===== config.mk =====
export PLATFORM = sky130hd
export DESIGN_NAME = scale_player
export DESIGN_NICKNAME = d
export VERILOG_FILES = /design/src/scale_pkg.sv /design/src/key_events.sv /design/src/ps2_rx.sv /design/src/scale_player.sv /design/src/scale_stepper.sv /design/src/tone_gen.sv
export SDC_FILE = /design/constraint.sdc
export NUM_CORES = 1
export LEC_CHECK = 0
export BUFFER_PORTS_ARGS = -buffer_cell sky130_fd_sc_hd__buf_2
export CAP_MARGIN = 5
export CORE_ASPECT_RATIO = 0.6
export CORE_MARGIN = 2
export CORE_UTILIZATION = 55
export CTS_BUF_LIST = sky130_fd_sc_hd__clkbuf_8
export CTS_CLUSTER_DIAMETER = 120
export DETAILED_ROUTE_END_ITERATION = 16
export PLACE_DENSITY_LB_ADDON = 0.1
export SETUP_SLACK_MARGIN = 0.1
export SLEW_MARGIN = 20
export SYNTH_ARGS = -nofsm -noshare
export SYNTH_HDL_FRONTEND = slang
export SYNTH_HIERARCHICAL = 1
export SYNTH_SLANG_ARGS = --single-unit

===== constraint.sdc =====
create_clock -name clk -period 3.5 [get_ports clk]
set_input_delay 0.525 -clock clk [delete_from_list [all_inputs] [get_ports clk]]
set_output_delay 0.525 -clock clk [all_outputs]
set_load 0.01 [all_outputs]

===== src/scale_pkg.sv =====
package scale_pkg;

    // ==============================
    // types
    // ==============================

    typedef logic [3:0] note_t;     // index into the note table.
    typedef logic [7:0] scan_t;     // one byte as it comes off the PS/2 wire.

    localparam note_t NOTE_LAST = 4'd14;    // C6, the top of the scale.

    // ==============================
    // scan codes
    // ==============================

    // make codes from scan code set 2.
    localparam scan_t KEY_W     = 8'h1D;
    localparam scan_t KEY_S     = 8'h1B;
    localparam scan_t KEY_R     = 8'h2D;
    localparam scan_t KEY_F     = 8'h2B;
    localparam scan_t KEY_ENTER = 8'h5A;

    localparam scan_t BREAK_PREFIX = 8'hF0;    // precedes the code of a released key.
    localparam scan_t EXT_PREFIX   = 8'hE0;    // precedes the code of an extended key.

    // ==============================
    // note frequencies
    // ==============================

    // the upper octave repeats the lower one at twice the frequency, so only
    // seven base values are kept. index 14 lands on step 7, which is C5,
    // and doubling it gives C6.
    function automatic logic [10:0] note_hz(input note_t n);
        logic [3:0]  step;
        logic [10:0] base;
        step = (n >= 4'd7) ? n - 4'd7 : n;
        case (step)
            4'd0:    base = 11'd262;
            4'd1:    base = 11'd294;
            4'd2:    base = 11'd330;
            4'd3:    base = 11'd349;
            4'd4:    base = 11'd392;
            4'd5:    base = 11'd440;
            4'd6:    base = 11'd494;
            default: base = 11'd524;
        endcase
        return (n >= 4'd7) ? base << 1 : base;
    endfunction

    // number of clock cycles the square wave stays at one level.
    function automatic logic [31:0] half_period(input note_t n, input int unsigned clk_hz);
        logic [31:0] hz;
        hz = 32'(note_hz(n));
        return 32'(clk_hz) / (32'd2 * hz);
    endfunction

endpackage


===== src/key_events.sv =====
`timescale 1ns/10ps

module key_events (
    input  logic             clk,
    input  logic             rst,
    input  scale_pkg::scan_t scan,
    input  logic             scan_valid,
    output logic             cmd_up,
    output logic             cmd_down,
    output logic             cmd_fast,
    output logic             cmd_slow,
    output logic             cmd_restart
);

    import scale_pkg::*;

    logic release_flag;     // an F0 was seen and the next code is a release.
    logic is_prefix;

    assign is_prefix = (scan == BREAK_PREFIX) || (scan == EXT_PREFIX);

    // ==============================
    // decoder
    // ==============================

    always_ff @(posedge clk) begin
        if (rst) begin
            release_flag <= 1'b0;
            cmd_up       <= 1'b0;
            cmd_down     <= 1'b0;
            cmd_fast     <= 1'b0;
            cmd_slow     <= 1'b0;
            cmd_restart  <= 1'b0;
        end else begin
            cmd_up      <= 1'b0;      // every command is a single-cycle pulse.
            cmd_down    <= 1'b0;
            cmd_fast    <= 1'b0;
            cmd_slow    <= 1'b0;
            cmd_restart <= 1'b0;
            if (scan_valid && is_prefix) begin
                if (scan == BREAK_PREFIX) begin
                    release_flag <= 1'b1;
                end
            end else if (scan_valid) begin
                release_flag <= 1'b0;
                // an extended code decodes like a plain one, so E0 5A restarts too.
                if (!release_flag) begin
                    case (scan)
                        KEY_W:     cmd_up      <= 1'b1;
                        KEY_S:     cmd_down    <= 1'b1;
                        KEY_R:     cmd_fast    <= 1'b1;
                        KEY_F:     cmd_slow    <= 1'b1;
                        KEY_ENTER: cmd_restart <= 1'b1;
                        default:   ;
                    endcase
                end
            end
        end
    end

    a_cmd_onehot: assert property (
        @(posedge clk) disable iff (rst)
        $onehot0({cmd_up, cmd_down, cmd_fast, cmd_slow, cmd_restart})
    );

endmodule


===== src/ps2_rx.sv =====
`timescale 1ns/10ps

module ps2_rx #(
    parameter int CLK_HZ = 100_000_000
) (
    input  logic             clk,
    input  logic             rst,
    input  logic             ps2_clk,
    input  logic             ps2_data,
    output scale_pkg::scan_t scan,
    output logic             scan_valid
);

    // a keyboard clocks bits at 10 to 17 kHz, so 100 us of silence inside a
    // frame means the frame was broken.
    localparam int TIMEOUT_RAW    = CLK_HZ / 10_000;
    localparam int TIMEOUT_CYCLES = (TIMEOUT_RAW > 2) ? TIMEOUT_RAW : 2;
    localparam int TO_W           = $clog2(TIMEOUT_CYCLES + 1);

    logic [1:0]      clk_sync;      // two-flop synchronizer for ps2_clk.
    logic [1:0]      data_sync;     // two-flop synchronizer for ps2_data.
    logic            clk_prev;      // last synchronized clock level.
    logic            fall;          // falling edge of the synchronized clock.
    logic [3:0]      bit_cnt;       // bits already taken from the current frame.
    logic [9:0]      shift;         // start, data and parity bits, lsb first.
    logic [TO_W-1:0] idle_cnt;      // cycles since the last clock edge.
    logic            frame_ok;

    // ==============================
    // synchronizers
    // ==============================

    always_ff @(posedge clk) begin
        if (rst) begin
            clk_sync  <= 2'b11;        // both lines idle high.
            data_sync <= 2'b11;
            clk_prev  <= 1'b1;
        end else begin
            clk_sync  <= {clk_sync[0], ps2_clk};
            data_sync <= {data_sync[0], ps2_data};
            clk_prev  <= clk_sync[1];
        end
    end

    assign fall = clk_prev & ~clk_sync[1];

    // ==============================
    // frame assembly
    // ==============================

    // checked on the stop bit, which is still on the data line.
    assign frame_ok = !shift[0] && data_sync[1] && (^shift[9:1]);

    always_ff @(posedge clk) begin
        if (rst) begin
            bit_cnt    <= '0;
            idle_cnt   <= '0;
            scan_valid <= 1'b0;
        end else begin
            scan_valid <= 1'b0;
            if (fall) begin
                idle_cnt <= '0;
                if (bit_cnt == 4'd10) begin
                    bit_cnt    <= '0;
                    scan_valid <= frame_ok;    // bad frames just vanish.
                end else begin
                    bit_cnt <= bit_cnt + 4'd1;
                end
            end else if (bit_cnt != 4'd0) begin
                if (idle_cnt == TO_W'(TIMEOUT_CYCLES - 1)) begin
                    bit_cnt  <= '0;            // give up on a half frame.
                    idle_cnt <= '0;
                end else begin
                    idle_cnt <= idle_cnt + 1'b1;
                end
            end
        end
    end

    // a full frame pushes any leftovers from an abandoned one out of the
    // shift register before the stop bit is reached.
    always_ff @(posedge clk) begin
        if (fall) begin
            if (bit_cnt == 4'd10) begin
                scan <= shift[8:1];
            end else begin
                shift <= {data_sync[1], shift[9:1]};
            end
        end
    end

    // a frame takes far longer than two cycles, so a byte is never doubled.
    a_valid_single: assert property (
        @(posedge clk) disable iff (rst) scan_valid |=> !scan_valid
    );

endmodule


===== src/scale_player.sv =====
`timescale 1ns/10ps

module scale_player #(
    parameter int CLK_HZ      = 100_000_000,
    parameter int STEP_CYCLES = 100_000_000
) (
    input  logic             clk,
    input  logic             rst,
    input  logic             ps2_clk,
    input  logic             ps2_data,
    output logic             audio,
    output scale_pkg::note_t note,
    output logic             going_up,
    output logic             fast
);

    import scale_pkg::*;

    scan_t scan;            // byte from the receiver.
    logic  scan_valid;
    logic  cmd_up;
    logic  cmd_down;
    logic  cmd_fast;
    logic  cmd_slow;
    logic  cmd_restart;

    // ==============================
    // keyboard path
    // ==============================

    ps2_rx #(
        .CLK_HZ (CLK_HZ)
    ) ps2_rx_i (
        .clk        (clk),
        .rst        (rst),
        .ps2_clk    (ps2_clk),
        .ps2_data   (ps2_data),
        .scan       (scan),
        .scan_valid (scan_valid)
    );

    key_events key_events_i (
        .clk         (clk),
        .rst         (rst),
        .scan        (scan),
        .scan_valid  (scan_valid),
        .cmd_up      (cmd_up),
        .cmd_down    (cmd_down),
        .cmd_fast    (cmd_fast),
        .cmd_slow    (cmd_slow),
        .cmd_restart (cmd_restart)
    );

    // ==============================
    // scale and tone
    // ==============================

    scale_stepper #(
        .STEP_CYCLES (STEP_CYCLES)
    ) scale_stepper_i (
        .clk         (clk),
        .rst         (rst),
        .cmd_up      (cmd_up),
        .cmd_down    (cmd_down),
        .cmd_fast    (cmd_fast),
        .cmd_slow    (cmd_slow),
        .cmd_restart (cmd_restart),
        .note        (note),
        .going_up    (going_up),
        .fast        (fast)
    );

    tone_gen #(
        .CLK_HZ (CLK_HZ)
    ) tone_gen_i (
        .clk   (clk),
        .rst   (rst),
        .note  (note),
        .audio (audio)
    );

endmodule


===== src/scale_stepper.sv =====
`timescale 1ns/10ps

module scale_stepper #(
    parameter int STEP_CYCLES = 100_000_000
) (
    input  logic             clk,
    input  logic             rst,
    input  logic             cmd_up,
    input  logic             cmd_down,
    input  logic             cmd_fast,
    input  logic             cmd_slow,
    input  logic             cmd_restart,
    output scale_pkg::note_t note,
    output logic             going_up,
    output logic             fast
);

    import scale_pkg::*;

    localparam int FAST_CYCLES = STEP_CYCLES / 2;
    localparam int CNT_W       = $clog2(STEP_CYCLES);

    logic [CNT_W-1:0] step_cnt;     // cycles spent on the current note.
    logic [CNT_W-1:0] period_m1;    // last count of the current step period.
    logic             step_done;

    // ==============================
    // mode flags
    // ==============================

    always_ff @(posedge clk) begin
        if (rst) begin
            going_up <= 1'b1;
            fast     <= 1'b0;
        end else begin
            if (cmd_up) begin
                going_up <= 1'b1;
            end else if (cmd_down) begin
                going_up <= 1'b0;
            end
            if (cmd_fast) begin
                fast <= 1'b1;
            end else if (cmd_slow) begin
                fast <= 1'b0;
            end
        end
    end

    // ==============================
    // step timer and note index
    // ==============================

    assign period_m1 = fast ? CNT_W'(FAST_CYCLES - 1) : CNT_W'(STEP_CYCLES - 1);

    // greater or equal, so switching to fast halfway through a slow step
    // ends that step at once.
    assign step_done = (step_cnt >= period_m1);

    always_ff @(posedge clk) begin
        if (rst || cmd_restart) begin
            step_cnt <= '0;            // restart keeps direction and speed.
            note     <= '0;
        end else if (step_done) begin
            step_cnt <= '0;
            if (going_up && (note != NOTE_LAST)) begin
                note <= note + 4'd1;
            end else if (!going_up && (note != 4'd0)) begin
                note <= note - 4'd1;
            end
        end else begin
            step_cnt <= step_cnt + 1'b1;
        end
    end

    // the table in tone_gen has no entry past NOTE_LAST.
    a_note_range: assert property (
        @(posedge clk) disable iff (rst) note <= NOTE_LAST
    );

endmodule


===== src/tone_gen.sv =====
`timescale 1ns/10ps

module tone_gen #(
    parameter int CLK_HZ = 100_000_000
) (
    input  logic             clk,
    input  logic             rst,
    input  scale_pkg::note_t note,
    output logic             audio
);

    import scale_pkg::*;

    // the lowest note has the longest half period and sets the counter width.
    localparam int MAX_HALF = half_period(note_t'(0), CLK_HZ);
    localparam int CNT_W    = $clog2(MAX_HALF + 1);

    logic [CNT_W-1:0] half_tab [0:NOTE_LAST];    // half period of every note.
    logic [CNT_W-1:0] half_sel;
    logic [CNT_W-1:0] tone_cnt;
    note_t            note_q;                    // note the wave is playing.

    // ==============================
    // half period table
    // ==============================

    genvar gi;
    generate
        for (gi = 0; gi <= NOTE_LAST; gi++) begin : g_tab
            localparam logic [31:0] HALF = half_period(note_t'(gi), CLK_HZ);

            assign half_tab[gi] = CNT_W'(HALF);

            // a zero entry would mean the clock is too slow for the note.
            a_tab_nonzero: assert property (
                @(posedge clk) half_tab[gi] != '0
            );
        end
    endgenerate

    assign half_sel = half_tab[note_q];

    // ==============================
    // square wave
    // ==============================

    always_ff @(posedge clk) begin
        if (rst) begin
            note_q   <= '0;
            tone_cnt <= '0;
            audio    <= 1'b0;
        end else if (note != note_q) begin
            note_q   <= note;          // new note starts from a clean low phase.
            tone_cnt <= '0;
            audio    <= 1'b0;
        end else if (tone_cnt == half_sel - 1'b1) begin
            tone_cnt <= '0;
            audio    <= ~audio;
        end else begin
            tone_cnt <= tone_cnt + 1'b1;
        end
    end

endmodule


==> impl_metrics.toml <==
[run_status]
status = "completed"

[detailed_routing]
wl_per_cell_um = 15.9
routed_wl_um = 12800
wl_met1_um = 6760
num_vias = 4720
highest_layer = "met4"
antenna_left = 0
route.met3.wl_um = 593
avgViaCountPerCell = 5.86
first_pass_iters = 5
route.met2.wl_um = 5290
dr.first_iter.drc_count = 334
drc_errors = 0

[clocking]
path_clk_slew_ns = 0.12
cts.sink_count = 104
hold_buffers = 0
cts_buffers = 9
clock-root-buffer = "clkbuf_8"
cts.path.max_buffers = 2
worstSkewPairLatency_ns = 0.39
cts_tree = "done"
h-tree-depth = 3

[power]
p_leak_nw = 2.31
power.density_nw_per_um2 = 339
ir_worst_vdd_uv = 240

[sta]
fin_crit_ns = 3.39
timing.max_slew.rel_slack_pct = 52.7
fin_skew_ns = 0.0157
rsz0062_at_grt = "true"
timing.hold.ws_ns = 0.310
fmaxAchievable_mhz = 295
worst_pin_slew_ns = 0.707
final_hold_viol_count = 0
slew_violations = 0
setup_viol = 0
period_share_pct = 97.0

[final_layout]
n_fill_cell = 850
drive_gt1_share_pct = 16.7
fin_util_pct = 62.8
fin_nets = 692
final_cell_area_um2 = 6630
multi_input_area_um2 = 3580
seq_area_um2 = 2270
area_growth_syn_to_layout_pct = 10.9
antennaDiodeCount = 0

[critical_path]
crit_chain = "inv_4, ha_4, mux2_4, mux2i_2, inv_1, ha_4, xnor2_1, nor4_1, nand4_1, or3_4, nor4_4, buf_6, clkbuf_16, nor3_1"
max_stage_delay_ns = 0.41
cp-start-kind = "flop"
reg2reg_slack_ns = 0.11
cp_data_arrival_time_ns = 3.67
reg2reg_from = "tone_gen_i/note_q[1]"
crit_start = "tone_gen_i/note_q[1]"
crit_buf_inv = 4
crit_path_max_fanout = 6
end_kind = "flop"
crit_slowest_cell = "or3_4"
crit_path_frequent_cell = "ha_4"
crit_type = "flop to flop"
crit_family = "simple AND/OR/NAND/NOR gates"
cp.required_ns = 3.78

[global_routing]
grt_antenna_before_repair = 0
grt_max_degree = 28
overflow = 0
grt_pass1_vias = 4349
grt_util_all_layers_pct = 22.0
grt_pass1_wl_um = 21200

[die]
io_pins = 11
dieArea_um2 = 11700
rows = 29
start_util_pct = 56.6
core_um2 = 10600
die_h_um = 84.8
die_w_um = 139

[job]
maxCapViolCount = 0

[placement]
gp_congestion = 0.886
dp_hpwl_um = 9030
numPortBuffers = 10
placed_cell_area_um2 = 6230

[synth]
yosysSeqAreaShare_pct = 37.8
synthCells = 637
syn-mean-instance-area_um2 = 9.38
post_synth_num_cell_types = 84
synth_top_area_share_pct = 28.8
synth_seq_cells = 104
synthFlopType = "dfxtp_1"
synth-edff-count = 18
ys_async_sr_fraction_pct = 0
syn_nets = 668
netlist_top_cells_area = "dfxtp_1, edfxtp_1, xnor2_1"
yosys.area.top_type = "dfxtp_1"
syn_area_um2 = 5980
yosys_warnings = 6

[worst_hold_path]
holdCritPathClass = "input pin to flop"
hp-start = "ps2_clk"
## routing by layer
metal,global-route usage [%],up-vias
li1,-,2350
met1,32.9,2263
met2,32.0,97
met3,4.62,10
met4,6.22,0
met5,0,-
## flip-flops by register name (all words and copies together) (netlist names), 4 cells and up
name	flops
scale_stepper_i/step_cnt	27
tone_gen_i/tone_cnt	18
ps2_rx_i/idle_cnt	14
ps2_rx_i/shift	10
ps2_rx_i/scan	8
ps2_rx_i/bit_cnt	4
scale_stepper_i/note	4
tone_gen_i/note_q	4
## through the flow
stage,setup TNS [ns],worst slack [ns],total power [mW],instances
after floorplan,0,0.132,1.41,637
after global placement,0,0.211,1.45,780
after detailed placement,0,0.0176,1.45,780
after CTS,0,0.103,2.26,796
after global routing,-0.000650,-0.000650,2.34,805
final,0,0.105,2.25,805
## where the power goes
group	leakage, nW	internal [mW]	switching (mW)	total (mW)
logic	1.34	0.0738	0.105	0.179
clock network	0.110	0.303	0.511	0.813
registers	0.860	1.23	0.0244	1.26
## final timing paths
check | to | depth (start not counted)
max | tone_gen_i/tone_cnt[6] | 14
min | ps2_rx_i/clk_sync[0] | 2
max reg2reg | tone_gen_i/tone_cnt[6] | 14
min reg2reg | ps2_rx_i/clk_sync[1] | 1
## cell usage after synthesis (all sizes together), types with 3 or more instances
| cell type | count |
|---|---|
| xnor2 | 49 |
| inv | 25 |
| o21ai | 12 |
| mux4 | 3 |
| nor2 | 68 |
| nand3 | 37 |
| ha | 26 |
| a21oi | 20 |
| or4 | 9 |
| nor2b | 6 |
| nand2 | 36 |
| buf | 17 |
| a211oi | 7 |
| o31ai | 7 |
| o311ai | 3 |
| edfxtp | 18 |
| nor3 | 24 |
| dfxtp | 86 |
| a21o | 3 |
| or3 | 8 |
| a31oi | 3 |
| and4 | 5 |
| mux2i | 7 |
| nor4 | 19 |
| mux2 | 5 |
| nand4 | 20 |
| a211o | 4 |
| xor2 | 29 |
| o211ai | 5 |
| clkbuf | 6 |
| nand2b | 9 |
| and2 | 7 |
| and3 | 9 |
| or2 | 6 |
| nor3b | 6 |
## timing repair
action,CTS,global route
setup endpoints to repair,1,19
gates resized for setup,3,19
gates cloned,0,2
buffers inserted,0,7
pin swaps,0,9
## cell usage in the layout (no fill, tap or decap), drive strengths merged, types with 11 or more instances in the layout
cell,netlist,routed
a21oi,20,20
buf,17,34
clkbuf,6,11
dfxtp,86,86
edfxtp,18,18
ha,26,26
inv,25,30
nand2,36,36
nand3,37,37
nand4,20,20
nor2,68,68
nor3,24,24
nor4,19,19
o21ai,12,12
xnor2,49,49
xor2,29,29
## area by class of cell
class | count | share of cell area, %
repair buffers | 36 | 4.38
flip-flops and latches | 104 | 34.2
inverters | 25 | 1.45
multi-input cells | 485 | 54.0
well taps | 139 | 2.62
clock buffers | 9 | 1.87
clock inverters | 7 | 1.45
## cell families after synthesis
kind of cell             after synthesis  synth area share [%]
multiplexers                          15                  3.31
flip-flops                           104                  37.8
adder cells (fa/ha/maj)               27                  5.78
XOR/XNOR                              79                  11.8
AO/OA/AOI/OAI                         83                  10.6
AND/OR/NAND/NOR                      281                  26.8
buffers and inverters                 48                  3.87
Power figures use the tool's default switching activity.
